### config.mk
export PLATFORM = sky130hd
export DESIGN_NAME = csi2_ctrl_top
export DESIGN_NICKNAME = d
export VERILOG_FILES = /design/src/design/csi2_pkg.sv /design/src/design/csi2_csr.sv /design/src/design/csi2_frame_fsm.sv /design/src/design/csi2_len_counter.sv /design/src/design/csi2_stat_acc.sv /design/src/design/csi2_ctrl_top.sv
export VERILOG_INCLUDE_DIRS = /design/src /design/src/design
export SDC_FILE = /design/constraint.sdc
export NUM_CORES = 1
export LEC_CHECK = 0
export BUFFER_PORTS_ARGS = -buffer_cell sky130_fd_sc_hd__buf_2
export CAP_MARGIN = 30
export CORE_UTILIZATION = 50
export DETAILED_ROUTE_END_ITERATION = 6
export GPL_ROUTABILITY_DRIVEN = 0
export GPL_TIMING_DRIVEN = 0
export PLACE_DENSITY = 0.7
export SLEW_MARGIN = 20
export SYNTH_ARGS = -nofsm -noshare
export SYNTH_HDL_FRONTEND = slang
export SYNTH_SLANG_ARGS = --single-unit
### constraint.sdc
create_clock -name clk_i -period 16.3 [get_ports clk_i]
set_clock_uncertainty 0.15 [all_clocks]
set_input_delay 1.63 -clock clk_i [delete_from_list [all_inputs] [get_ports clk_i]]
set_output_delay 1.63 -clock clk_i [all_outputs]
set_load 0.01 [all_outputs]
### src/design/csi2_macros.svh
// Widths fixed by the CSI-2 control register map
// The AXI address is a byte address; registers are 32-bit words
`ifndef CSI2_MACROS_SVH
`define CSI2_MACROS_SVH

// Register and AXI data word
`define CSI2_DATA_W 32

// AXI byte address
`define CSI2_ADDR_W 8

// IDELAY tap value
`define CSI2_DELAY_W 5

// SCCB 7-bit slave address
`define CSI2_SCCB_W 7

// Control plus status registers
`define CSI2_REG_CNT 13

`endif

### src/design/csi2_pkg.sv
// Register indices, packet data types and the 32-bit packet header layout
// Header byte order follows CSI-2, with the data identifier in the low byte
`default_nettype none

`include "csi2_macros.svh"

package csi2_pkg;

  // Word index of each CSR, control registers come first
  typedef enum logic [3:0] {
    CLEAR_STAT          = 4'd0,
    PHY_ENABLE          = 4'd1,
    SCCB_SLAVE_ADDR     = 4'd2,
    LANE_0_DELAY        = 4'd3,
    LANE_1_DELAY        = 4'd4,
    DELAY_ACT           = 4'd5,
    HEADER_ERR_CNT      = 4'd6,
    CORR_HEADER_ERR_CNT = 4'd7,
    CRC_ERR_CNT         = 4'd8,
    MAX_LN_PER_FRAME    = 4'd9,
    MIN_LN_PER_FRAME    = 4'd10,
    MAX_PX_PER_LN       = 4'd11,
    MIN_PX_PER_LN       = 4'd12
  } csr_reg_e;

  // Synchronization short packet codes
  typedef enum logic [5:0] {
    FRAME_START = 6'h00,
    FRAME_END   = 6'h01,
    LINE_START  = 6'h02,
    LINE_END    = 6'h03
  } csi2_dt_e;

  // Lowest data type of a long packet
  localparam logic [5:0] LONG_DT_MIN = 6'h10;

  typedef struct packed {
    logic [7:0]  ecc;
    logic [15:0] frame_number;
    logic [1:0]  vc;
    logic [5:0]  dt;
  } short_hdr_t;

  typedef struct packed {
    logic [7:0]  ecc;
    logic [15:0] word_count;
    logic [1:0]  vc;
    logic [5:0]  dt;
  } long_hdr_t;

  typedef union packed {
    short_hdr_t short_hdr;
    long_hdr_t  long_hdr;
  } pkt_hdr_u;

  typedef enum logic [1:0] {
    IDLE,
    IN_FRAME,
    IN_LINE
  } frame_state_e;

  // Increment that holds at all ones
  function automatic logic [`CSI2_DATA_W-1:0] sat_inc(logic [`CSI2_DATA_W-1:0] value);
    return (&value) ? value : value + 1'b1;
  endfunction

endpackage

`default_nettype wire

### src/design/csi2_csr.sv
// AXI4-Lite CSR block, always ready, responses exactly one cycle after the request
// awvalid_i and wvalid_i must arrive together; bready_i and rready_i are not observed
`default_nettype none

`include "csi2_macros.svh"

module csi2_csr (
  input  wire logic                        clk_i,
  input  wire logic                        rst_i,
  input  wire logic                        awvalid_i,
  output logic                             awready_o,
  input  wire logic [`CSI2_ADDR_W-1:0]     awaddr_i,
  input  wire logic                        wvalid_i,
  output logic                             wready_o,
  input  wire logic [`CSI2_DATA_W-1:0]     wdata_i,
  input  wire logic [`CSI2_DATA_W/8-1:0]   wstrb_i,
  output logic                             bvalid_o,
  input  wire logic                        bready_i,
  output logic [1:0]                       bresp_o,
  input  wire logic                        arvalid_i,
  output logic                             arready_o,
  input  wire logic [`CSI2_ADDR_W-1:0]     araddr_i,
  output logic                             rvalid_o,
  input  wire logic                        rready_i,
  output logic [`CSI2_DATA_W-1:0]          rdata_o,
  output logic [1:0]                       rresp_o,
  output logic                             clear_stat_o,
  output logic                             phy_en_o,
  output logic [`CSI2_SCCB_W-1:0]          sccb_slave_addr_o,
  output logic [`CSI2_DELAY_W-1:0]         lane_0_delay_o,
  output logic [`CSI2_DELAY_W-1:0]         lane_1_delay_o,
  output logic                             delay_act_o,
  input  wire logic [`CSI2_DATA_W-1:0]     header_err_cnt_i,
  input  wire logic [`CSI2_DATA_W-1:0]     corr_header_err_cnt_i,
  input  wire logic [`CSI2_DATA_W-1:0]     crc_err_cnt_i,
  input  wire logic [`CSI2_DATA_W-1:0]     max_ln_per_frame_i,
  input  wire logic [`CSI2_DATA_W-1:0]     min_ln_per_frame_i,
  input  wire logic [`CSI2_DATA_W-1:0]     max_px_per_ln_i,
  input  wire logic [`CSI2_DATA_W-1:0]     min_px_per_ln_i
);

  localparam int BYTE_CNT = `CSI2_DATA_W / 8;
  localparam int WORD_LSB = $clog2(BYTE_CNT);
  localparam int IDX_W    = `CSI2_ADDR_W - WORD_LSB;
  localparam int CTRL_CNT = int'(csi2_pkg::HEADER_ERR_CNT);
  localparam int STAT_CNT = `CSI2_REG_CNT - CTRL_CNT;

  logic [CTRL_CNT-1:0][`CSI2_DATA_W-1:0] ctrl_q;
  logic [STAT_CNT-1:0][`CSI2_DATA_W-1:0] stat_w;
  logic [IDX_W-1:0]                      wr_idx;
  logic [IDX_W-1:0]                      rd_idx;
  logic [`CSI2_DATA_W-1:0]               rd_word;
  logic                                  wr_en;
  logic                                  clear_stat_q;
  logic                                  delay_act_q;

  assign awready_o = 1'b1;
  assign wready_o  = 1'b1;
  assign arready_o = 1'b1;
  assign bresp_o   = 2'b00;
  assign rresp_o   = 2'b00;

  assign wr_idx = awaddr_i[`CSI2_ADDR_W-1:WORD_LSB];
  assign rd_idx = araddr_i[`CSI2_ADDR_W-1:WORD_LSB];
  assign wr_en  = awvalid_i && wvalid_i;

  // Responses trail the request by one cycle, no wait states
  always_ff @(posedge clk_i or posedge rst_i)
  begin
    if (rst_i)
    begin
      bvalid_o <= 1'b0;
      rvalid_o <= 1'b0;
    end
    else
    begin
      bvalid_o <= wr_en;
      rvalid_o <= arvalid_i;
    end
  end

  // Status indices are read only, writes to them are dropped
  always_ff @(posedge clk_i or posedge rst_i)
  begin
    if (rst_i)
      ctrl_q <= '0;
    else if (wr_en && (wr_idx < CTRL_CNT))
    begin
      for (int b = 0; b < BYTE_CNT; b++)
      begin
        if (wstrb_i[b])
          ctrl_q[wr_idx][b*8 +: 8] <= wdata_i[b*8 +: 8];
      end
    end
  end

  assign stat_w[csi2_pkg::HEADER_ERR_CNT - CTRL_CNT]      = header_err_cnt_i;
  assign stat_w[csi2_pkg::CORR_HEADER_ERR_CNT - CTRL_CNT] = corr_header_err_cnt_i;
  assign stat_w[csi2_pkg::CRC_ERR_CNT - CTRL_CNT]         = crc_err_cnt_i;
  assign stat_w[csi2_pkg::MAX_LN_PER_FRAME - CTRL_CNT]    = max_ln_per_frame_i;
  assign stat_w[csi2_pkg::MIN_LN_PER_FRAME - CTRL_CNT]    = min_ln_per_frame_i;
  assign stat_w[csi2_pkg::MAX_PX_PER_LN - CTRL_CNT]       = max_px_per_ln_i;
  assign stat_w[csi2_pkg::MIN_PX_PER_LN - CTRL_CNT]       = min_px_per_ln_i;

  // Unmapped word indices read as zero
  always_comb
  begin
    if (rd_idx < CTRL_CNT)
      rd_word = ctrl_q[rd_idx];
    else if (rd_idx < `CSI2_REG_CNT)
      rd_word = stat_w[rd_idx - CTRL_CNT];
    else
      rd_word = '0;
  end

  always_ff @(posedge clk_i)
  begin
    if (arvalid_i)
      rdata_o <= rd_word;
  end

  // Previous value of the strobe bits for rising edge detection
  always_ff @(posedge clk_i or posedge rst_i)
  begin
    if (rst_i)
    begin
      clear_stat_q <= 1'b0;
      delay_act_q  <= 1'b0;
    end
    else
    begin
      clear_stat_q <= ctrl_q[csi2_pkg::CLEAR_STAT][0];
      delay_act_q  <= ctrl_q[csi2_pkg::DELAY_ACT][0];
    end
  end

  assign clear_stat_o      = ctrl_q[csi2_pkg::CLEAR_STAT][0] && !clear_stat_q;
  assign delay_act_o       = ctrl_q[csi2_pkg::DELAY_ACT][0] && !delay_act_q;
  assign phy_en_o          = ctrl_q[csi2_pkg::PHY_ENABLE][0];
  assign sccb_slave_addr_o = ctrl_q[csi2_pkg::SCCB_SLAVE_ADDR][`CSI2_SCCB_W-1:0];
  assign lane_0_delay_o    = ctrl_q[csi2_pkg::LANE_0_DELAY][`CSI2_DELAY_W-1:0];
  assign lane_1_delay_o    = ctrl_q[csi2_pkg::LANE_1_DELAY][`CSI2_DELAY_W-1:0];

endmodule

`default_nettype wire

### src/design/csi2_frame_fsm.sv
// Frame and line tracking from decoded packet headers
// Headers out of sequence are dropped; all pulses come one cycle after their cause
`default_nettype none

module csi2_frame_fsm (
  input  wire logic               clk_i,
  input  wire logic               rst_i,
  input  wire logic               hdr_valid_i,
  input  wire csi2_pkg::pkt_hdr_u hdr_i,
  input  wire logic               pkt_end_i,
  output logic                    line_start_o,
  output logic                    line_done_o,
  output logic                    frame_done_o,
  output logic                    px_count_en_o
);

  csi2_pkg::frame_state_e state_q;
  csi2_pkg::frame_state_e state_d;
  logic                   is_fs;
  logic                   is_fe;
  logic                   is_long;

  // Frame packets use the short view, line packets the long view
  assign is_fs   = hdr_valid_i && (hdr_i.short_hdr.dt == csi2_pkg::FRAME_START);
  assign is_fe   = hdr_valid_i && (hdr_i.short_hdr.dt == csi2_pkg::FRAME_END);
  assign is_long = hdr_valid_i && (hdr_i.long_hdr.dt >= csi2_pkg::LONG_DT_MIN);

  always_comb
  begin
    state_d = state_q;
    case (state_q)
      csi2_pkg::IDLE:
        if (is_fs)
          state_d = csi2_pkg::IN_FRAME;
      csi2_pkg::IN_FRAME:
        if (is_fe)
          state_d = csi2_pkg::IDLE;
        else if (is_long)
          state_d = csi2_pkg::IN_LINE;
      csi2_pkg::IN_LINE:
        if (pkt_end_i)
          state_d = csi2_pkg::IN_FRAME;
      default:
        state_d = csi2_pkg::IDLE;
    endcase
  end

  always_ff @(posedge clk_i or posedge rst_i)
  begin
    if (rst_i)
    begin
      state_q      <= csi2_pkg::IDLE;
      line_start_o <= 1'b0;
      line_done_o  <= 1'b0;
      frame_done_o <= 1'b0;
    end
    else
    begin
      state_q      <= state_d;
      line_start_o <= (state_q == csi2_pkg::IN_FRAME) && is_long;
      line_done_o  <= (state_q == csi2_pkg::IN_LINE) && pkt_end_i;
      frame_done_o <= (state_q == csi2_pkg::IN_FRAME) && is_fe;
    end
  end

  // High for the payload of a long packet, starting with line_start_o
  assign px_count_en_o = (state_q == csi2_pkg::IN_LINE);

endmodule

`default_nettype wire

### src/design/csi2_len_counter.sv
// Pixels per line and lines per frame, both saturating at all ones
// A pixel in the line_start_i cycle already counts toward the new line
`default_nettype none

`include "csi2_macros.svh"

module csi2_len_counter (
  input  wire logic                    clk_i,
  input  wire logic                    rst_i,
  input  wire logic                    line_start_i,
  input  wire logic                    px_count_en_i,
  input  wire logic                    px_valid_i,
  input  wire logic                    frame_done_i,
  output logic [`CSI2_DATA_W-1:0]      px_cnt_o,
  output logic [`CSI2_DATA_W-1:0]      ln_cnt_o
);

  logic px_hit;

  assign px_hit = px_count_en_i && px_valid_i;

  always_ff @(posedge clk_i or posedge rst_i)
  begin
    if (rst_i)
      px_cnt_o <= '0;
    else if (line_start_i)
      px_cnt_o <= `CSI2_DATA_W'(px_hit);
    else if (px_hit)
      px_cnt_o <= csi2_pkg::sat_inc(px_cnt_o);
  end

  // Count stays valid through the frame_done_i cycle for the accumulator
  always_ff @(posedge clk_i or posedge rst_i)
  begin
    if (rst_i)
      ln_cnt_o <= '0;
    else if (frame_done_i)
      ln_cnt_o <= '0;
    else if (line_start_i)
      ln_cnt_o <= csi2_pkg::sat_inc(ln_cnt_o);
  end

endmodule

`default_nettype wire

### src/design/csi2_stat_acc.sv
// Error counters and min/max line statistics, cleared by reset or clear_stat_i
// Min values start at all ones so the first sample always replaces them
`default_nettype none

`include "csi2_macros.svh"

module csi2_stat_acc (
  input  wire logic                    clk_i,
  input  wire logic                    rst_i,
  input  wire logic                    clear_stat_i,
  input  wire logic                    hdr_valid_i,
  input  wire logic                    hdr_err_i,
  input  wire logic                    hdr_corr_i,
  input  wire logic                    pkt_end_i,
  input  wire logic                    crc_err_i,
  input  wire logic                    line_done_i,
  input  wire logic                    frame_done_i,
  input  wire logic [`CSI2_DATA_W-1:0] px_cnt_i,
  input  wire logic [`CSI2_DATA_W-1:0] ln_cnt_i,
  output logic [`CSI2_DATA_W-1:0]      header_err_cnt_o,
  output logic [`CSI2_DATA_W-1:0]      corr_header_err_cnt_o,
  output logic [`CSI2_DATA_W-1:0]      crc_err_cnt_o,
  output logic [`CSI2_DATA_W-1:0]      max_ln_per_frame_o,
  output logic [`CSI2_DATA_W-1:0]      min_ln_per_frame_o,
  output logic [`CSI2_DATA_W-1:0]      max_px_per_ln_o,
  output logic [`CSI2_DATA_W-1:0]      min_px_per_ln_o
);

  always_ff @(posedge clk_i or posedge rst_i)
  begin
    if (rst_i)
    begin
      header_err_cnt_o      <= '0;
      corr_header_err_cnt_o <= '0;
      crc_err_cnt_o         <= '0;
    end
    else if (clear_stat_i)
    begin
      header_err_cnt_o      <= '0;
      corr_header_err_cnt_o <= '0;
      crc_err_cnt_o         <= '0;
    end
    else
    begin
      if (hdr_valid_i && hdr_err_i)
        header_err_cnt_o <= csi2_pkg::sat_inc(header_err_cnt_o);
      if (hdr_valid_i && hdr_corr_i)
        corr_header_err_cnt_o <= csi2_pkg::sat_inc(corr_header_err_cnt_o);
      // CRC result rides on the end strobe
      if (pkt_end_i && crc_err_i)
        crc_err_cnt_o <= csi2_pkg::sat_inc(crc_err_cnt_o);
    end
  end

  always_ff @(posedge clk_i or posedge rst_i)
  begin
    if (rst_i)
    begin
      max_px_per_ln_o    <= '0;
      min_px_per_ln_o    <= '1;
      max_ln_per_frame_o <= '0;
      min_ln_per_frame_o <= '1;
    end
    else if (clear_stat_i)
    begin
      max_px_per_ln_o    <= '0;
      min_px_per_ln_o    <= '1;
      max_ln_per_frame_o <= '0;
      min_ln_per_frame_o <= '1;
    end
    else
    begin
      if (line_done_i && (px_cnt_i > max_px_per_ln_o))
        max_px_per_ln_o <= px_cnt_i;
      if (line_done_i && (px_cnt_i < min_px_per_ln_o))
        min_px_per_ln_o <= px_cnt_i;
      if (frame_done_i && (ln_cnt_i > max_ln_per_frame_o))
        max_ln_per_frame_o <= ln_cnt_i;
      if (frame_done_i && (ln_cnt_i < min_ln_per_frame_o))
        min_ln_per_frame_o <= ln_cnt_i;
    end
  end

endmodule

`default_nettype wire

### src/design/csi2_ctrl_top.sv
// CSI-2 receiver control and statistics, fed by an external header decoder
// Packet stream has no back-pressure and is taken every cycle
`default_nettype none

`include "csi2_macros.svh"

module csi2_ctrl_top (
  input  wire logic                        clk_i,
  input  wire logic                        rst_i,
  input  wire logic                        awvalid_i,
  output logic                             awready_o,
  input  wire logic [`CSI2_ADDR_W-1:0]     awaddr_i,
  input  wire logic                        wvalid_i,
  output logic                             wready_o,
  input  wire logic [`CSI2_DATA_W-1:0]     wdata_i,
  input  wire logic [`CSI2_DATA_W/8-1:0]   wstrb_i,
  output logic                             bvalid_o,
  input  wire logic                        bready_i,
  output logic [1:0]                       bresp_o,
  input  wire logic                        arvalid_i,
  output logic                             arready_o,
  input  wire logic [`CSI2_ADDR_W-1:0]     araddr_i,
  output logic                             rvalid_o,
  input  wire logic                        rready_i,
  output logic [`CSI2_DATA_W-1:0]          rdata_o,
  output logic [1:0]                       rresp_o,
  input  wire logic                        hdr_valid_i,
  input  wire csi2_pkg::pkt_hdr_u          hdr_i,
  input  wire logic                        hdr_err_i,
  input  wire logic                        hdr_corr_i,
  input  wire logic                        px_valid_i,
  input  wire logic                        pkt_end_i,
  input  wire logic                        crc_err_i,
  output logic                             phy_en_o,
  output logic [`CSI2_SCCB_W-1:0]          sccb_slave_addr_o,
  output logic [`CSI2_DELAY_W-1:0]         lane_0_delay_o,
  output logic [`CSI2_DELAY_W-1:0]         lane_1_delay_o,
  output logic                             delay_act_o
);

  logic                    clear_stat;
  logic                    line_start;
  logic                    line_done;
  logic                    frame_done;
  logic                    px_count_en;
  logic [`CSI2_DATA_W-1:0] px_cnt;
  logic [`CSI2_DATA_W-1:0] ln_cnt;
  logic [`CSI2_DATA_W-1:0] header_err_cnt;
  logic [`CSI2_DATA_W-1:0] corr_header_err_cnt;
  logic [`CSI2_DATA_W-1:0] crc_err_cnt;
  logic [`CSI2_DATA_W-1:0] max_ln_per_frame;
  logic [`CSI2_DATA_W-1:0] min_ln_per_frame;
  logic [`CSI2_DATA_W-1:0] max_px_per_ln;
  logic [`CSI2_DATA_W-1:0] min_px_per_ln;

  csi2_csr u_csr (
    .clk_i                 (clk_i),
    .rst_i                 (rst_i),
    .awvalid_i             (awvalid_i),
    .awready_o             (awready_o),
    .awaddr_i              (awaddr_i),
    .wvalid_i              (wvalid_i),
    .wready_o              (wready_o),
    .wdata_i               (wdata_i),
    .wstrb_i               (wstrb_i),
    .bvalid_o              (bvalid_o),
    .bready_i              (bready_i),
    .bresp_o               (bresp_o),
    .arvalid_i             (arvalid_i),
    .arready_o             (arready_o),
    .araddr_i              (araddr_i),
    .rvalid_o              (rvalid_o),
    .rready_i              (rready_i),
    .rdata_o               (rdata_o),
    .rresp_o               (rresp_o),
    .clear_stat_o          (clear_stat),
    .phy_en_o              (phy_en_o),
    .sccb_slave_addr_o     (sccb_slave_addr_o),
    .lane_0_delay_o        (lane_0_delay_o),
    .lane_1_delay_o        (lane_1_delay_o),
    .delay_act_o           (delay_act_o),
    .header_err_cnt_i      (header_err_cnt),
    .corr_header_err_cnt_i (corr_header_err_cnt),
    .crc_err_cnt_i         (crc_err_cnt),
    .max_ln_per_frame_i    (max_ln_per_frame),
    .min_ln_per_frame_i    (min_ln_per_frame),
    .max_px_per_ln_i       (max_px_per_ln),
    .min_px_per_ln_i       (min_px_per_ln)
  );

  csi2_frame_fsm u_frame_fsm (
    .clk_i         (clk_i),
    .rst_i         (rst_i),
    .hdr_valid_i   (hdr_valid_i),
    .hdr_i         (hdr_i),
    .pkt_end_i     (pkt_end_i),
    .line_start_o  (line_start),
    .line_done_o   (line_done),
    .frame_done_o  (frame_done),
    .px_count_en_o (px_count_en)
  );

  csi2_len_counter u_len_counter (
    .clk_i         (clk_i),
    .rst_i         (rst_i),
    .line_start_i  (line_start),
    .px_count_en_i (px_count_en),
    .px_valid_i    (px_valid_i),
    .frame_done_i  (frame_done),
    .px_cnt_o      (px_cnt),
    .ln_cnt_o      (ln_cnt)
  );

  csi2_stat_acc u_stat_acc (
    .clk_i                 (clk_i),
    .rst_i                 (rst_i),
    .clear_stat_i          (clear_stat),
    .hdr_valid_i           (hdr_valid_i),
    .hdr_err_i             (hdr_err_i),
    .hdr_corr_i            (hdr_corr_i),
    .pkt_end_i             (pkt_end_i),
    .crc_err_i             (crc_err_i),
    .line_done_i           (line_done),
    .frame_done_i          (frame_done),
    .px_cnt_i              (px_cnt),
    .ln_cnt_i              (ln_cnt),
    .header_err_cnt_o      (header_err_cnt),
    .corr_header_err_cnt_o (corr_header_err_cnt),
    .crc_err_cnt_o         (crc_err_cnt),
    .max_ln_per_frame_o    (max_ln_per_frame),
    .min_ln_per_frame_o    (min_ln_per_frame),
    .max_px_per_ln_o       (max_px_per_ln),
    .min_px_per_ln_o       (min_px_per_ln)
  );

endmodule

`default_nettype wire

* Word level (Yosys, flattened, before mapping)
Cells that the tools add are included.
Operators by class: order comparisons 12, eq/ne operators 11, reduce and logical (&&, ||, !) cells 43, multiplexer cells 53, add/sub/neg operators 6
Operators with widths (number):
- 192-bit two-way mux | 7
- 32-bit two-way mux | 28
- 192-bit bitwise mux | 4
- 32-bit demux with 3-bit select | 4
- 32-bit binary-select mux with 3-bit select | 2
- 32-bit by 1-bit adder with 32-bit output (second input constant) | 5
- 32-bit AND reduction | 5
- 32-bit greater-than comparator | 2
- 32-bit less-than comparator | 2
- 32-bit by 4-bit less-than comparator with 1-bit output (second input constant) | 1
- 24-bit two-way mux | 1
- 1-bit logical AND | 19
- 6-bit by 4-bit less-than comparator with 1-bit output (second input constant) | 3
- 2-bit nonzero test | 9
- 16-bit two-way mux | 1
- 6-bit by 3-bit less-than comparator with 1-bit output (second input constant) | 2
- 2-bit inequality test (second input constant) | 6
- 2-bit AND reduction | 5
- 2-bit two-way mux | 4
- 8-bit two-way mux | 1
- 6-bit by 3-bit subtractor with 7-bit output (second input constant) | 1
- 6-bit by 1-bit equality test with 1-bit output (second input constant) | 1
- 6-bit by 1-bit >= comparator with 1-bit output (second input constant) | 1
- 6-bit by 5-bit >= comparator with 1-bit output (second input constant) | 1
- 9 further kinds | 10
Word-level totals: logic and storage cells 149, bits in registers 521

* Longest topological paths before layout
Gate-level depths: netlist of run 1.
depth in word-level cells 15, gate-level depth with buffers 9, gate-level depth less buffers 8

* Hierarchy
A second synthesis of run 1 with hierarchy kept.
Second synthesis, totals: cells, all modules 2907, area total of the unflattened synthesis 30021.3 µm²
By module, submodules not included:
- csi2_stat_acc | area an instance 13999.7 µm², instances 1, seq. area each 5685.5 µm², cells an instance 1546
- csi2_csr | area an instance 12090.3 µm², instances 1, seq. area each 5865.6 µm², cells an instance 937
- csi2_len_counter | area an instance 3703.6 µm², instances 1, seq. area each 1601.5 µm², cells an instance 402
- csi2_frame_fsm | area an instance 227.7 µm², instances 1, seq. area each 125.1 µm², cells an instance 22

* Least setup slack after synthesis of run 1
No wires, ideal clock.
path kind input-to-reg, from input port awaddr_i[7], to register u_csr.ctrl_q[168] in the netlist's numbering, setup slack 12.848 ns, data required time 16.025 ns, buffers on the path 0, library setup time 0.125 ns, arrival time 3.178 ns, stages on the path 5, cells stage by stage or3_1 -> nor2_4 -> nand2_1 -> nor2_4 -> mux2_2
On the way: cells in the longest elaborated chain, start to end 12
RTL lines:
- start, declared | RTL line csi2_ctrl_top.sv:12 | input wire logic [`CSI2_ADDR_W-1:0] awaddr_i,
- 6-bit by 1-bit >= comparator with 1-bit output (implied by the code) / 6-bit by 4-bit less-than comparator with 1-bit output (equally long branches) | RTL line csi2_csr.sv:92 | ctrl_q[wr_idx][b*8 +: 8] <= wdata_i[b*8 +: 8];
- 1-bit logical AND (implied by the code) | RTL line csi2_csr.sv:92
- 16-bit two-way mux (implied by the code) | RTL line csi2_csr.sv:92
- 32-bit demux with 3-bit select
- 192-bit bitwise mux | RTL line csi2_csr.sv:92
- 192-bit two-way mux | RTL line csi2_csr.sv:91 | if (wstrb_i[b])
- 192-bit two-way mux | RTL line csi2_csr.sv:87 | else if (wr_en && (wr_idx < CTRL_CNT))
- 192-bit bitwise mux | RTL line csi2_csr.sv:92
- 192-bit two-way mux | RTL line csi2_csr.sv:91
- 192-bit two-way mux | RTL line csi2_csr.sv:87
- 192-bit bitwise mux | RTL line csi2_csr.sv:92
- 192-bit two-way mux | RTL line csi2_csr.sv:91
- end signal, assigned by index | RTL line csi2_csr.sv:92
- end, declared | RTL line csi2_csr.sv:48 | logic [CTRL_CNT-1:0][`CSI2_DATA_W-1:0] ctrl_q;
Parallel ways exist; a longest one is shown, timed or not. The select of a mux whose other input is x is not followed. A chain may end at the register's enable or synchronous reset.

* Worst setup path in the final report of run 1
from input port araddr_i[3], to register u_csr.rdata_o[29], data pin
On the way: cells in the longest elaborated chain, start to end 5
RTL lines:
- start, declared | RTL line csi2_ctrl_top.sv:22 | input wire logic [`CSI2_ADDR_W-1:0] araddr_i,
- 6-bit by 3-bit subtractor with 7-bit output | RTL line csi2_csr.sv:111 | rd_word = stat_w[rd_idx - CTRL_CNT];
- 32-bit binary-select mux with 3-bit select | RTL line csi2_csr.sv:111
- 32-bit two-way mux (implied by the code) | RTL line csi2_csr.sv:111
- 32-bit two-way mux | RTL line csi2_csr.sv:110 | else if (rd_idx < `CSI2_REG_CNT)
- 32-bit two-way mux * | RTL line csi2_csr.sv:108 | if (rd_idx < CTRL_CNT)
- via u_csr.rd_word[29] | RTL line csi2_csr.sv:52 | logic [`CSI2_DATA_W-1:0] rd_word;
- end signal, assigned | RTL line csi2_csr.sv:119 | rdata_o <= rd_word;
- end, declared | RTL line csi2_csr.sv:25 | output logic [`CSI2_DATA_W-1:0] rdata_o,
Mark *: on every way through the listed nets, which the timed path passes. The rest lies on a longest branch. The select of a mux whose other input is x is not followed.

==> results of run 1 <==
==> worst register-to-register path, cell delays in order, from the launching register on <==
cell      delay, ps
dfstp_2         560
inv_1            60
ha_1            320
nand4_1         180
nor4_1          640
nand3_1         230
a311oi_1        570
nor4_4          160
buf_6           210
mux2i_1         210
==> logic make-up after synthesis <==
| kind of cell | after synthesis |
|---|---|
| buf+inv | 289 |
| compound gates | 301 |
| flops | 521 |
| mux | 477 |
| fa+ha+maj | 132 |
| xor+xnor | 123 |
| other cells | 2 |
| simple gates | 919 |
==> power groups by stage <==
stage                     combinational [W]  clock (W)  sequential [W]
after floorplan                    0.000327          0         0.00148
after global placement             0.000443          0         0.00152
after detailed placement           0.000467          0         0.00152
after CTS                          0.000470    0.00139         0.00150
after global routing               0.000517    0.00145         0.00152
final                              0.000472    0.00138         0.00151
==> per-stage QoR <==
step	hold WS, ps	util (%)
floorplan	228	-
finish	300	57.4
CTS	297	57.4
global placement	249	53.7
global route	330	57.4
detailed placement	256	53.9
==> sequential cells by signal (all words and copies together) (netlist names), 32 cells and up <==
signal	cells
u_stat_acc.min_px_per_ln_o	32
u_stat_acc.max_px_per_ln_o	32
u_len_counter.ln_cnt_o	32
u_stat_acc.header_err_cnt_o	32
u_stat_acc.min_ln_per_frame_o	32
u_stat_acc.corr_header_err_cnt_o	32
u_stat_acc.crc_err_cnt_o	32
u_stat_acc.max_ln_per_frame_o	32
u_csr.ctrl_q	174
u_csr.rdata_o	32
u_len_counter.px_cnt_o	32
==> cells in the final DEF, fill, tap and decap left out, types with 14 or more instances in the layout <==
cell       instances
a21oi_1           71
nor2_2            15
nand4_1           71
nand2_1          242
buf_4             26
clkbuf_1          91
mux2_2           224
buf_2            141
a21o_1            15
o211ai_1          19
nor3_1            44
clkinv_2          14
mux2i_1          189
a22oi_1           32
mux4_2            64
o22ai_1           33
and4_1            28
o21ai_0           74
nor4_1            17
ha_1             132
clkbuf_16         58
and3_1            28
dfrtp_1          425
or3_1             27
xor2_1            56
nand3_1           81
inv_1            140
dfstp_2           64
edfxtp_1          32
nor2_1           283
xnor2_1           67
==> path summary, 6_finish.rpt <==
check / from / endpoint / slack, ps / cells past startpoint
worst min-delay path: u_csr.ctrl_q[160] / u_csr.delay_act_q / 300 / 0
worst max-delay path: araddr_i[3] / u_csr.rdata_o[29] / 11750 / 8
min in group asynchronous: rst_i / u_csr.ctrl_q[22] / 790 / 2
worst min register to register: u_csr.ctrl_q[160] / u_csr.delay_act_q / 300 / 0
max in group asynchronous: rst_i / u_stat_acc.max_px_per_ln_o[5] / 13870 / 4
worst max register to register: u_stat_acc.min_px_per_ln_o[22] / u_stat_acc.min_px_per_ln_o[17] / 12920 / 9
==> metal layers <==
layer / up-vias / wire, µm / track usage, %
met5: - / 0 / 0
met4: 0 / 3230 / 11.6
met3: 153 / 6260 / 4.54
met2: 906 / 40500 / 46.4
met1: 11600 / 36200 / 38.8
li1: 10300 / - / -
==> layout make-up <==
| cell class | instances | area, µm² | share of cell area, % |
|---|---|---|---|
| repair buffers | 122 | 729 | 2.19 |
| flip-flops and latches | 521 | 13300 | 39.8 |
| plain buffers | 148 | 762 | 2.28 |
| well taps | 765 | 957 | 2.87 |
| diodes | 1 | 2.50 | 0.00750 |
| clock buffers | 79 | 1640 | 4.92 |
| multi-input cells | 1959 | 15100 | 45.2 |
| clock inverters | 27 | 373 | 1.12 |
| inverters | 141 | 537 | 1.61 |
==> reports/summary.txt, run 1 <==
Remaining DRCs -> 0
CTS H-tree lvls -> 2
placed inst area -> 0.0313 mm²
Crit Path Class -> in -> reg
post-CTS setup buffer count -> 0
largest net degree at the start of global routing -> 111
Max Fanout on Critical Path -> 10
core area -> 0.0581 mm²
Max stage delay cell, worst path -> clkbuf_1
Commonest cells post-synth -> dfrtp_1, nor2_1, nand2_1
Placed Cells -> 3655
peak supply drop -> 0.0811 mV
sequential-to-total area share from yosys stat -> 44.8%
P_leak -> 14.5 nW
Worst Path Buf+Inv -> 4
drt total wl -> 86200 µm
max-cap violations -> 0
CTS Buf Count -> 57
post-synthesis adder-cell area fraction -> 5.57%
RSZ-0062 raised after global routing -> no
Overall Global Routing Usage -> 28.8%
nets -> 3179
Max transition margin -> 33.5%
Root Buffer -> clkbuf_16
maximum clock rate -> 0.220 GHz
largest family of logic cells by synthesized area -> multiplexers
Post-Synth Simple-Gate Area -> 15.5%
main area contributors after synthesis -> dfrtp_1, mux2_2, mux2i_1, dfstp_2, ha_1
Crit. End Element -> flip-flop
maximum clock path buffer count -> 3
Final Cell Area -> 0.0334 mm²
post-cts resize count -> 0
Pwr Total -> 0.00336 W
NetSw -> 0.000947 W
clock share of power -> 41.0%
Sw Ratio -> 28.2%
Area Overhead vs Synth -> 12.6%
half-perimeter wire length after placement -> 64500 µm
number of hold buffers added after CTS -> 0
register bit total from synthesis -> 521
Syn. warnings -> 0
Seq pwr share -> 45.0%
worst slack at placement -> 11260 ps
Crit path arrival time -> 4840 ps
grt ovf -> 0
number of synthesized flops with an enable pin -> 32
final std cells w/o fill -> 3763
setup ws final -> 11750 ps
final hold viol count -> 0
Compound-Gate Fraction of Synth Area -> 6.39%
fin crit share -> 27.9%
Tmin final -> 4550 ps
clock sink count -> 521
first-pass GRT wire length -> 133000 µm
row count -> 88
DR WL/cell -> 22.9 µm
Top Ports -> 157
Yosys top cell area share -> 35.9%
syn avg cell area -> 10.7 µm²
vias in the first global route -> 22600
pwr dens -> 101 mW/mm²
Reg clk slew, reported paths -> 60 ps
Internal Power -> 0.00241 W
initial antenna violation count -> 1
vias per cell -> 6.10
Initial Utilization -> 51.0%
mux cell area share after synthesis -> 19.8%
CP Cell Sequence -> buf_2 > clkbuf_1 > buf_2 > buf_2 > mux2i_1 > o21ai_0 > mux2i_1 > o22ai_1
commonest register cell after synthesis -> dfrtp_1
Port Buffers -> 116
die area -> 0.0603 mm²
Required @ worst endpoint -> 16590 ps
most common cell in the synthesized netlist -> dfrtp_1
final setup vio count -> 0
Filler cells -> 4793
cell family with most CP delay -> buffers and inverters
share of cells above drive strength 1 -> 23.0%
Die Wd -> 245 µm
die height -> 245 µm
Slew Viols, Final -> 0
Post-Syn Area -> 0.0296 mm²
slowest stage delay, CP -> 660 ps
status -> completed
Slew @ Worst Pin -> 997 ps
post-synth top area cell -> dfrtp_1
most used cell, CP -> buf_2
Detailed Routing Iterations Pass 1 -> 5
Clock Latency Late Sink -> 640 ps
XOR/XNOR Fraction of Synth Area -> 3.64%
crit start category -> primary input
combinational share of power -> 14.1%
CTS tree -> built
post-synthesis cell count -> 2764
Yosys cell types -> 78
Vias -> 23000
worst hold path class -> reg -> reg
Starting DRT DRC Count -> 2182
setup TNS -> 0 ps
Synth async-reset ratio -> 93.9%
Antenna Nets Post-Route -> 0
(Power assumes the default switching activity.)
==> run 2, diff against run 1 <==
==> constraint.sdc (replaced) <==
create_clock -name clk_i -period 3.95 [get_ports clk_i]
set_clock_uncertainty 0.15 [all_clocks]
set_input_delay 0.395 -clock clk_i [delete_from_list [all_inputs] [get_ports clk_i]]
set_output_delay 0.395 -clock clk_i [all_outputs]
set_load 0.01 [all_outputs]
==> run 2 against run 1 <==
Flip-flop and latch count did not move. Clock-buffer cell count fell by 2. Register-to-register slack got worse by 12000 ps. Highest routed layer unchanged. Die area did not move. Hold slack got worse by 280 ps. First-iteration DRC count fell by 6.3%. Clock power rose to 3.9 times the previous value. Utilization rose by 0.80 points. Power rose to 4.1 times the previous value. Setup slack got worse by 11000 ps. Via count rose by 1.0%. Cell count rose by 1.3%.
==> reports/summary.txt, run 2 (synthesis gave the netlist of run 1 again) <==
grt ovf -> 0
CTS Buf Count -> 56
Antenna Nets Post-Route -> 0
final setup vio count -> 0
die height -> 245 µm
Hold Path Sink -> u_frame_fsm.line_start_o
r2r setup slk -> 670 ps
post-cts resize count -> 0
Remaining DRCs -> 0
post-CTS setup buffer count -> 0
Slew Viols, Final -> 0
drt total wl -> 86100 µm
Worst Path Buf+Inv -> 2
Reg clk slew, reported paths -> 60 ps
slowest stage delay, CP -> 630 ps
RSZ-0062 raised after global routing -> no
P_leak -> 14.7 nW
combinational share of power -> 14.8%
half-perimeter wire length after placement -> 65400 µm
row count -> 88
nets -> 3229
setup TNS -> 0 ps
Crit Path Class -> reg -> reg
maximum clock path buffer count -> 3
fin crit share -> 83.1%
CP Cell Sequence -> inv_1 > ha_1 > nand4_1 > nor4_1 > nand3_1 > a311oi_1 > nor4_4 > buf_6 > mux2i_1
vias per cell -> 6.08
clock share of power -> 39.5%
first-pass GRT wire length -> 135000 µm
Area Overhead vs Synth -> 14.2%
DR WL/cell -> 22.6 µm
core area -> 0.0581 mm²
Seq pwr share -> 45.8%
Crit. End Element -> flip-flop
final hold viol count -> 0
Slew @ Worst Pin -> 920 ps
hold depth -> 3
Reg with most FFs -> u_csr.ctrl_q
total stage count of the critical path -> 9
worst hold path class -> in -> reg
clock sink count -> 521
Max transition margin -> 38.6%
initial antenna violation count -> 0
Starting DRT DRC Count -> 2044
vias in the first global route -> 23400
Internal Power -> 0.00973 W
Max Fanout on Critical Path -> 10
max-cap violations -> 0
worst r2r path cells -> 9
NetSw -> 0.00388 W
pwr dens -> 402 mW/mm²
commonest non-fill, non-tap cell in the layout -> dfrtp_1
peak supply drop -> 0.413 mV
final core utilization -> 58.2%
r2r startpoint -> u_stat_acc.min_px_per_ln_o[23]
maximum clock rate -> 0.305 GHz
crit start category -> flip-flop
Sw Ratio -> 28.5%
Port Buffers -> 116
cell family with most CP delay -> simple AND/OR/NAND/NOR gates
max FFs per register -> 174
Vias -> 23200
die area -> 0.0603 mm²
Top Ports -> 157
# diodes -> 0
most frequent cells in the layout -> dfrtp_1, nor2_1, nand2_1, mux2_2, mux2i_1
Die Wd -> 245 µm
Detailed Routing Iterations Pass 1 -> 5
Max stage delay cell, worst path -> nor4_1
Clock Latency Late Sink -> 630 ps
status -> completed
Initial Utilization -> 51.0%
largest net degree at the start of global routing -> 37
Crit path arrival time -> 3670 ps
Root Buffer -> clkbuf_16
worst r2r dst -> u_stat_acc.min_px_per_ln_o[1]
share of cells above drive strength 1 -> 22.9%
Filler cells -> 4845
Tmin final -> 3280 ps
Overall Global Routing Usage -> 28.9%
CTS tree -> built
Required @ worst endpoint -> 4330 ps
CTS H-tree lvls -> 2
Worst Hold Launch -> hdr_i[5]
run 2: layer usage:
layer | vias to the layer above | wire length (µm) | track usage, % | part of all wire, %
met2 | 934 | 40600 | 46.9 | 47
met4 | 0 | 3450 | 12.1 | 4.0
met1 | 11700 | 36000 | 39.2 | 42
met3 | 189 | 6110 | 3.66 | 7.1
li1 | 10400 | - | - | -
met5 | - | 0 | 0 | 0
run 2: worst register-to-register path, stage by stage, from the launching register on:
cell      delay (ps)
dfstp_2          550
inv_1             50
ha_1             310
nand4_1          210
nor4_1           640
nand3_1          220
a311oi_1         520
nor4_4           150
buf_6            200
mux2i_1          180
run 2: worst max path at each step:
| stage | from | endpoint | slack [ps] |
|---|---|---|---|
| 6_report | u_stat_acc.min_px_per_ln_o[23] | u_stat_acc.min_px_per_ln_o[1] | 670 |
| 5_1_grt | u_stat_acc.min_px_per_ln_o[23] | u_stat_acc.min_px_per_ln_o[28] | 610 |
| 4_1_cts | u_stat_acc.min_px_per_ln_o[22] | u_stat_acc.min_px_per_ln_o[1] | 750 |
| 3_5_place_dp | araddr_i[3] | u_csr.rdata_o[26] | 330 |
| 3_3_place_gp | rst_i | u_len_counter.ln_cnt_o[9] | -5830 |
| 2_1_floorplan | rst_i | u_csr.bvalid_o | -3170 |
run 2: area by class of cell:
cell class	count	area (µm²)	area share, %
Multi-Input combinational cell	1959	15100	44.6
Clock buffer	77	1600	4.73
Sequential cell	521	13300	39.2
Tap cell	765	957	2.83
Inverter	141	533	1.58
Timing Repair Buffer	173	1330	3.92
Clock inverter	27	288	0.851
Buffer	148	762	2.25
run 2: timing repair:
item | in CTS | in global routing
endpoints found under the hold margin | 364 | 0
hold buffers | 39 | 0
endpoints found under the setup margin | 0 | 0
run 2: per-stage QoR:
step / setup WS, ps / std cells / area (µm²) / hold slack (ps) / total power, W
final: 667 / 3811 / 33800 / 19.5 / 0.0136
after global routing: 608 / 3811 / 33800 / 72.9 / 0.0141
after CTS: 745 / 3809 / 33800 / 4.91 / 0.0136
after detailed placement: 331 / 3666 / 31500 / 155 / 0.00825
after global placement: -5830 / 3650 / 31200 / 254 / 0.00812
after floorplan: -3170 / 2769 / 29700 / 228 / 0.00747
run 2: power groups by stage:
stage	Clock, W	Sequential (W)	Combinational [W]
6_report	0.00537	0.00623	0.00201
5_1_grt	0.00563	0.00626	0.00222
4_1_cts	0.00545	0.00620	0.00200
3_5_place_dp	0	0.00630	0.00196
3_3_place_gp	0	0.00629	0.00183
2_1_floorplan	0	0.00613	0.00135
==> run 3, diff against run 2 <==
--- a/config.mk
+++ b/config.mk
@@ -6,13 +6,14 @@
 export SDC_FILE = /design/constraint.sdc
 export NUM_CORES = 1
 export LEC_CHECK = 0
+export ABC_AREA = 1
 export BUFFER_PORTS_ARGS = -buffer_cell sky130_fd_sc_hd__buf_2
 export CAP_MARGIN = 30
 export CORE_UTILIZATION = 50
 export DETAILED_ROUTE_END_ITERATION = 6
 export GPL_ROUTABILITY_DRIVEN = 0
 export GPL_TIMING_DRIVEN = 0
-export PLACE_DENSITY = 0.7
+export PLACE_DENSITY = 0.67
 export SLEW_MARGIN = 20
 export SYNTH_ARGS = -nofsm -noshare
 export SYNTH_HDL_FRONTEND = slang
==> constraint.sdc (replaced) <==
create_clock -name clk_i -period 3.3 [get_ports clk_i]
set_clock_uncertainty 0.15 [all_clocks]
set_input_delay 0.33 -clock clk_i [delete_from_list [all_inputs] [get_ports clk_i]]
set_output_delay 0.33 -clock clk_i [all_outputs]
set_load 0.01 [all_outputs]
==> run 3 against run 2 <==
The flow now finishes with violations (design-rule violations). Clock-buffer cell count grew 7. Cell count grew 41%. Hold slack better by 51 ps. Critical endpoint is now u_stat_acc.header_err_cnt_o[31].
==> reports/summary.txt, run 3 <==
die area -> 0.0637 mm²
register bit total from synthesis -> 521
post-synth top area cell -> dfrtp_1
final setup vio count -> 0
Max transition margin -> 38.7%
fin crit share -> 94.7%
number of synthesized flops with an enable pin -> 32
Required @ worst endpoint -> 3710 ps
CTS Buf Count -> 59
Worst Path Buf+Inv -> 5
P_leak -> 16.4 nW
vias per cell -> 5.84
XOR/XNOR Fraction of Synth Area -> 0.811%
Antenna Nets Post-Route -> 0
Crit Path Class -> reg -> reg
drt total wl -> 111000 µm
max FFs per register -> 174
Yosys top cell area share -> 33.9%
die height -> 252 µm
final hold viol count -> 0
Detailed Routing Iterations Pass 1 -> 7
clock sink count -> 521
grt ovf -> 0
Vias -> 31400
peak supply drop -> 0.534 mV
vias in the first global route -> 28900
half-perimeter wire length after placement -> 84900 µm
cell family with most CP delay -> buffers and inverters
DR WL/cell -> 20.7 µm
post-cts resize count -> 0
worst hold path class -> in -> async
Die Wd -> 252 µm
Tmin final -> 3130 ps
sequential-to-total area share from yosys stat -> 42.4%
Filler cells -> 5907
maximum clock rate -> 0.320 GHz
setup ws final -> 174 ps
most frequent cells in the layout -> nand2_1, o21ai_0, dfrtp_1, nor2_1, inv_1
Starting DRT DRC Count -> 3923
Slew Viols, Final -> 0
Clock Latency Late Sink -> 680 ps
number of hold buffers added after CTS -> 44
Post-Synth Simple-Gate Area -> 28.4%
CTS tree -> built
Crit path arrival time -> 3540 ps
mux cell area share after synthesis -> 0%
Port Buffers -> 116
post-CTS setup buffer count -> 0
max-cap violations -> 0
main area contributors after synthesis -> dfrtp_1, nand2_1, o21ai_0, dfstp_2, ha_1
pwr dens -> 474 mW/mm²
largest family of logic cells by synthesized area -> simple AND/OR/NAND/NOR gates
RSZ-0062 raised after global routing -> no
Root Buffer -> clkbuf_16
row count -> 91
Compound-Gate Fraction of Synth Area -> 15.1%
placed inst area -> 0.0333 mm²
post-synthesis adder-cell area fraction -> 5.27%
Post-Syn Area -> 0.0313 mm²
status -> finished with violations
Yosys cell types -> 47
first-pass GRT wire length -> 170000 µm
Initial Utilization -> 50.7%
Area Overhead vs Synth -> 14.5%
Max Fanout on Critical Path -> 10
maximum clock path buffer count -> 3
Reg with most FFs -> u_csr.ctrl_q
Top Ports -> 157
Remaining DRCs -> 110
share of cells above drive strength 1 -> 9.89%
Crit. End Element -> flip-flop
Synth async-reset ratio -> 93.9%
crit start category -> flip-flop
CTS H-tree lvls -> 2
Max stage delay cell, worst path -> nor2_1
syn avg cell area -> 7.37 µm²
Commonest cells post-synth -> nand2_1, o21ai_0, dfrtp_1
r2r setup slk -> 170 ps
initial antenna violation count -> 6
commonest non-fill, non-tap cell in the layout -> nand2_1
post-synthesis cell count -> 4248
slowest stage delay, CP -> 660 ps
most common cell in the synthesized netlist -> nand2_1
Slew @ Worst Pin -> 920 ps
failing checks -> design-rule violations
commonest register cell after synthesis -> dfrtp_1
largest net degree at the start of global routing -> 35
hold_ws -> 70.7 ps
setup TNS -> 0 ps
core area -> 0.0618 mm²
Final Cell Area -> 0.0359 mm²
final core utilization -> 58.0%
worst slack at placement -> 129 ps
Syn. warnings -> 0
Reg clk slew, reported paths -> 70 ps
Overall Global Routing Usage -> 34.9%
CP Cell Sequence -> inv_1 > nor2_1 > inv_1 > buf_2 > buf_2 > clkbuf_1 > nand4_1 > o21ai_1
nets -> 4721
## run 3: cell count changes after synthesis, sizes merged, moves of 61 or more
cell	change
nand2	+870
o21ai	+543
inv	+237
mux2	-224
nand3	+208
mux2i	-189
nor2	+93
a21oi	+73
mux4	-64
nand4	+61
xnor2	-61
## run 3: kinds of logic after synthesis
kind of cell	after synthesis
AND/OR/NAND/NOR	2075
flip-flops	521
other	2
buffers and inverters	609
AO/OA/AOI/OAI	880
adder cells (fa/ha/maj)	132
XOR/XNOR	29
## run 3: power by group
group	switching [W]	internal (W)	total, W
Sequential	0.000396	0.00672	0.00711
Clock	0.00294	0.00418	0.00712
Combinational	0.00195	0.000811	0.00277
## run 3: layout make-up
type	instances	area [µm²]	area share, %
clock inverters	27	385	1.07
well taps	837	1050	2.92
flip-flops and latches	521	13300	37.0
inverters	378	1430	3.97
multi-input cells	3123	15600	43.4
repair buffers	178	1390	3.87
diodes	1	2.50	0.00697
clock buffers	84	1710	4.77
plain buffers	231	1080	3.00
## run 3: path summary, 6_finish.rpt
check	startpoint	to	depth (start not counted)
max	u_csr.ctrl_q[0]	u_stat_acc.header_err_cnt_o[31]	8
min	rst_i	u_stat_acc.crc_err_cnt_o[22]	3
max reg2reg	u_csr.ctrl_q[0]	u_stat_acc.header_err_cnt_o[31]	8
min reg2reg	u_csr.ctrl_q[0]	u_csr.clear_stat_q	0
max in group asynchronous	rst_i	u_csr.ctrl_q[25]	7
min in group clk_i	arvalid_i	u_csr.rvalid_o	1
## run 3: metal layers
metal	track usage, %	wire, µm	vias to the layer above
met5	0	223	-
met4	11.2	4090	10
met3	9.63	12100	291
met2	52.0	47400	1585
met1	49.0	47600	14800
li1	-	-	14700
## run 3: stage by stage
step | power (W) | std cells
4_1_cts | 0.0169 | 5378
3_5_place_dp | 0.00982 | 5223
6_report | 0.0170 | 5380
3_3_place_gp | 0.00974 | 5206
5_1_grt | 0.0176 | 5379
2_1_floorplan | 0.00878 | 4253
## run 3: worst register-to-register path, cell delays in order, from the launching register on
cell and delay (ps):
dfrtp_1 380, inv_1 70, nor2_1 660, inv_1 340, buf_2 340, buf_2 340
clkbuf_1 450, nand4_1 230, o21ai_1 80
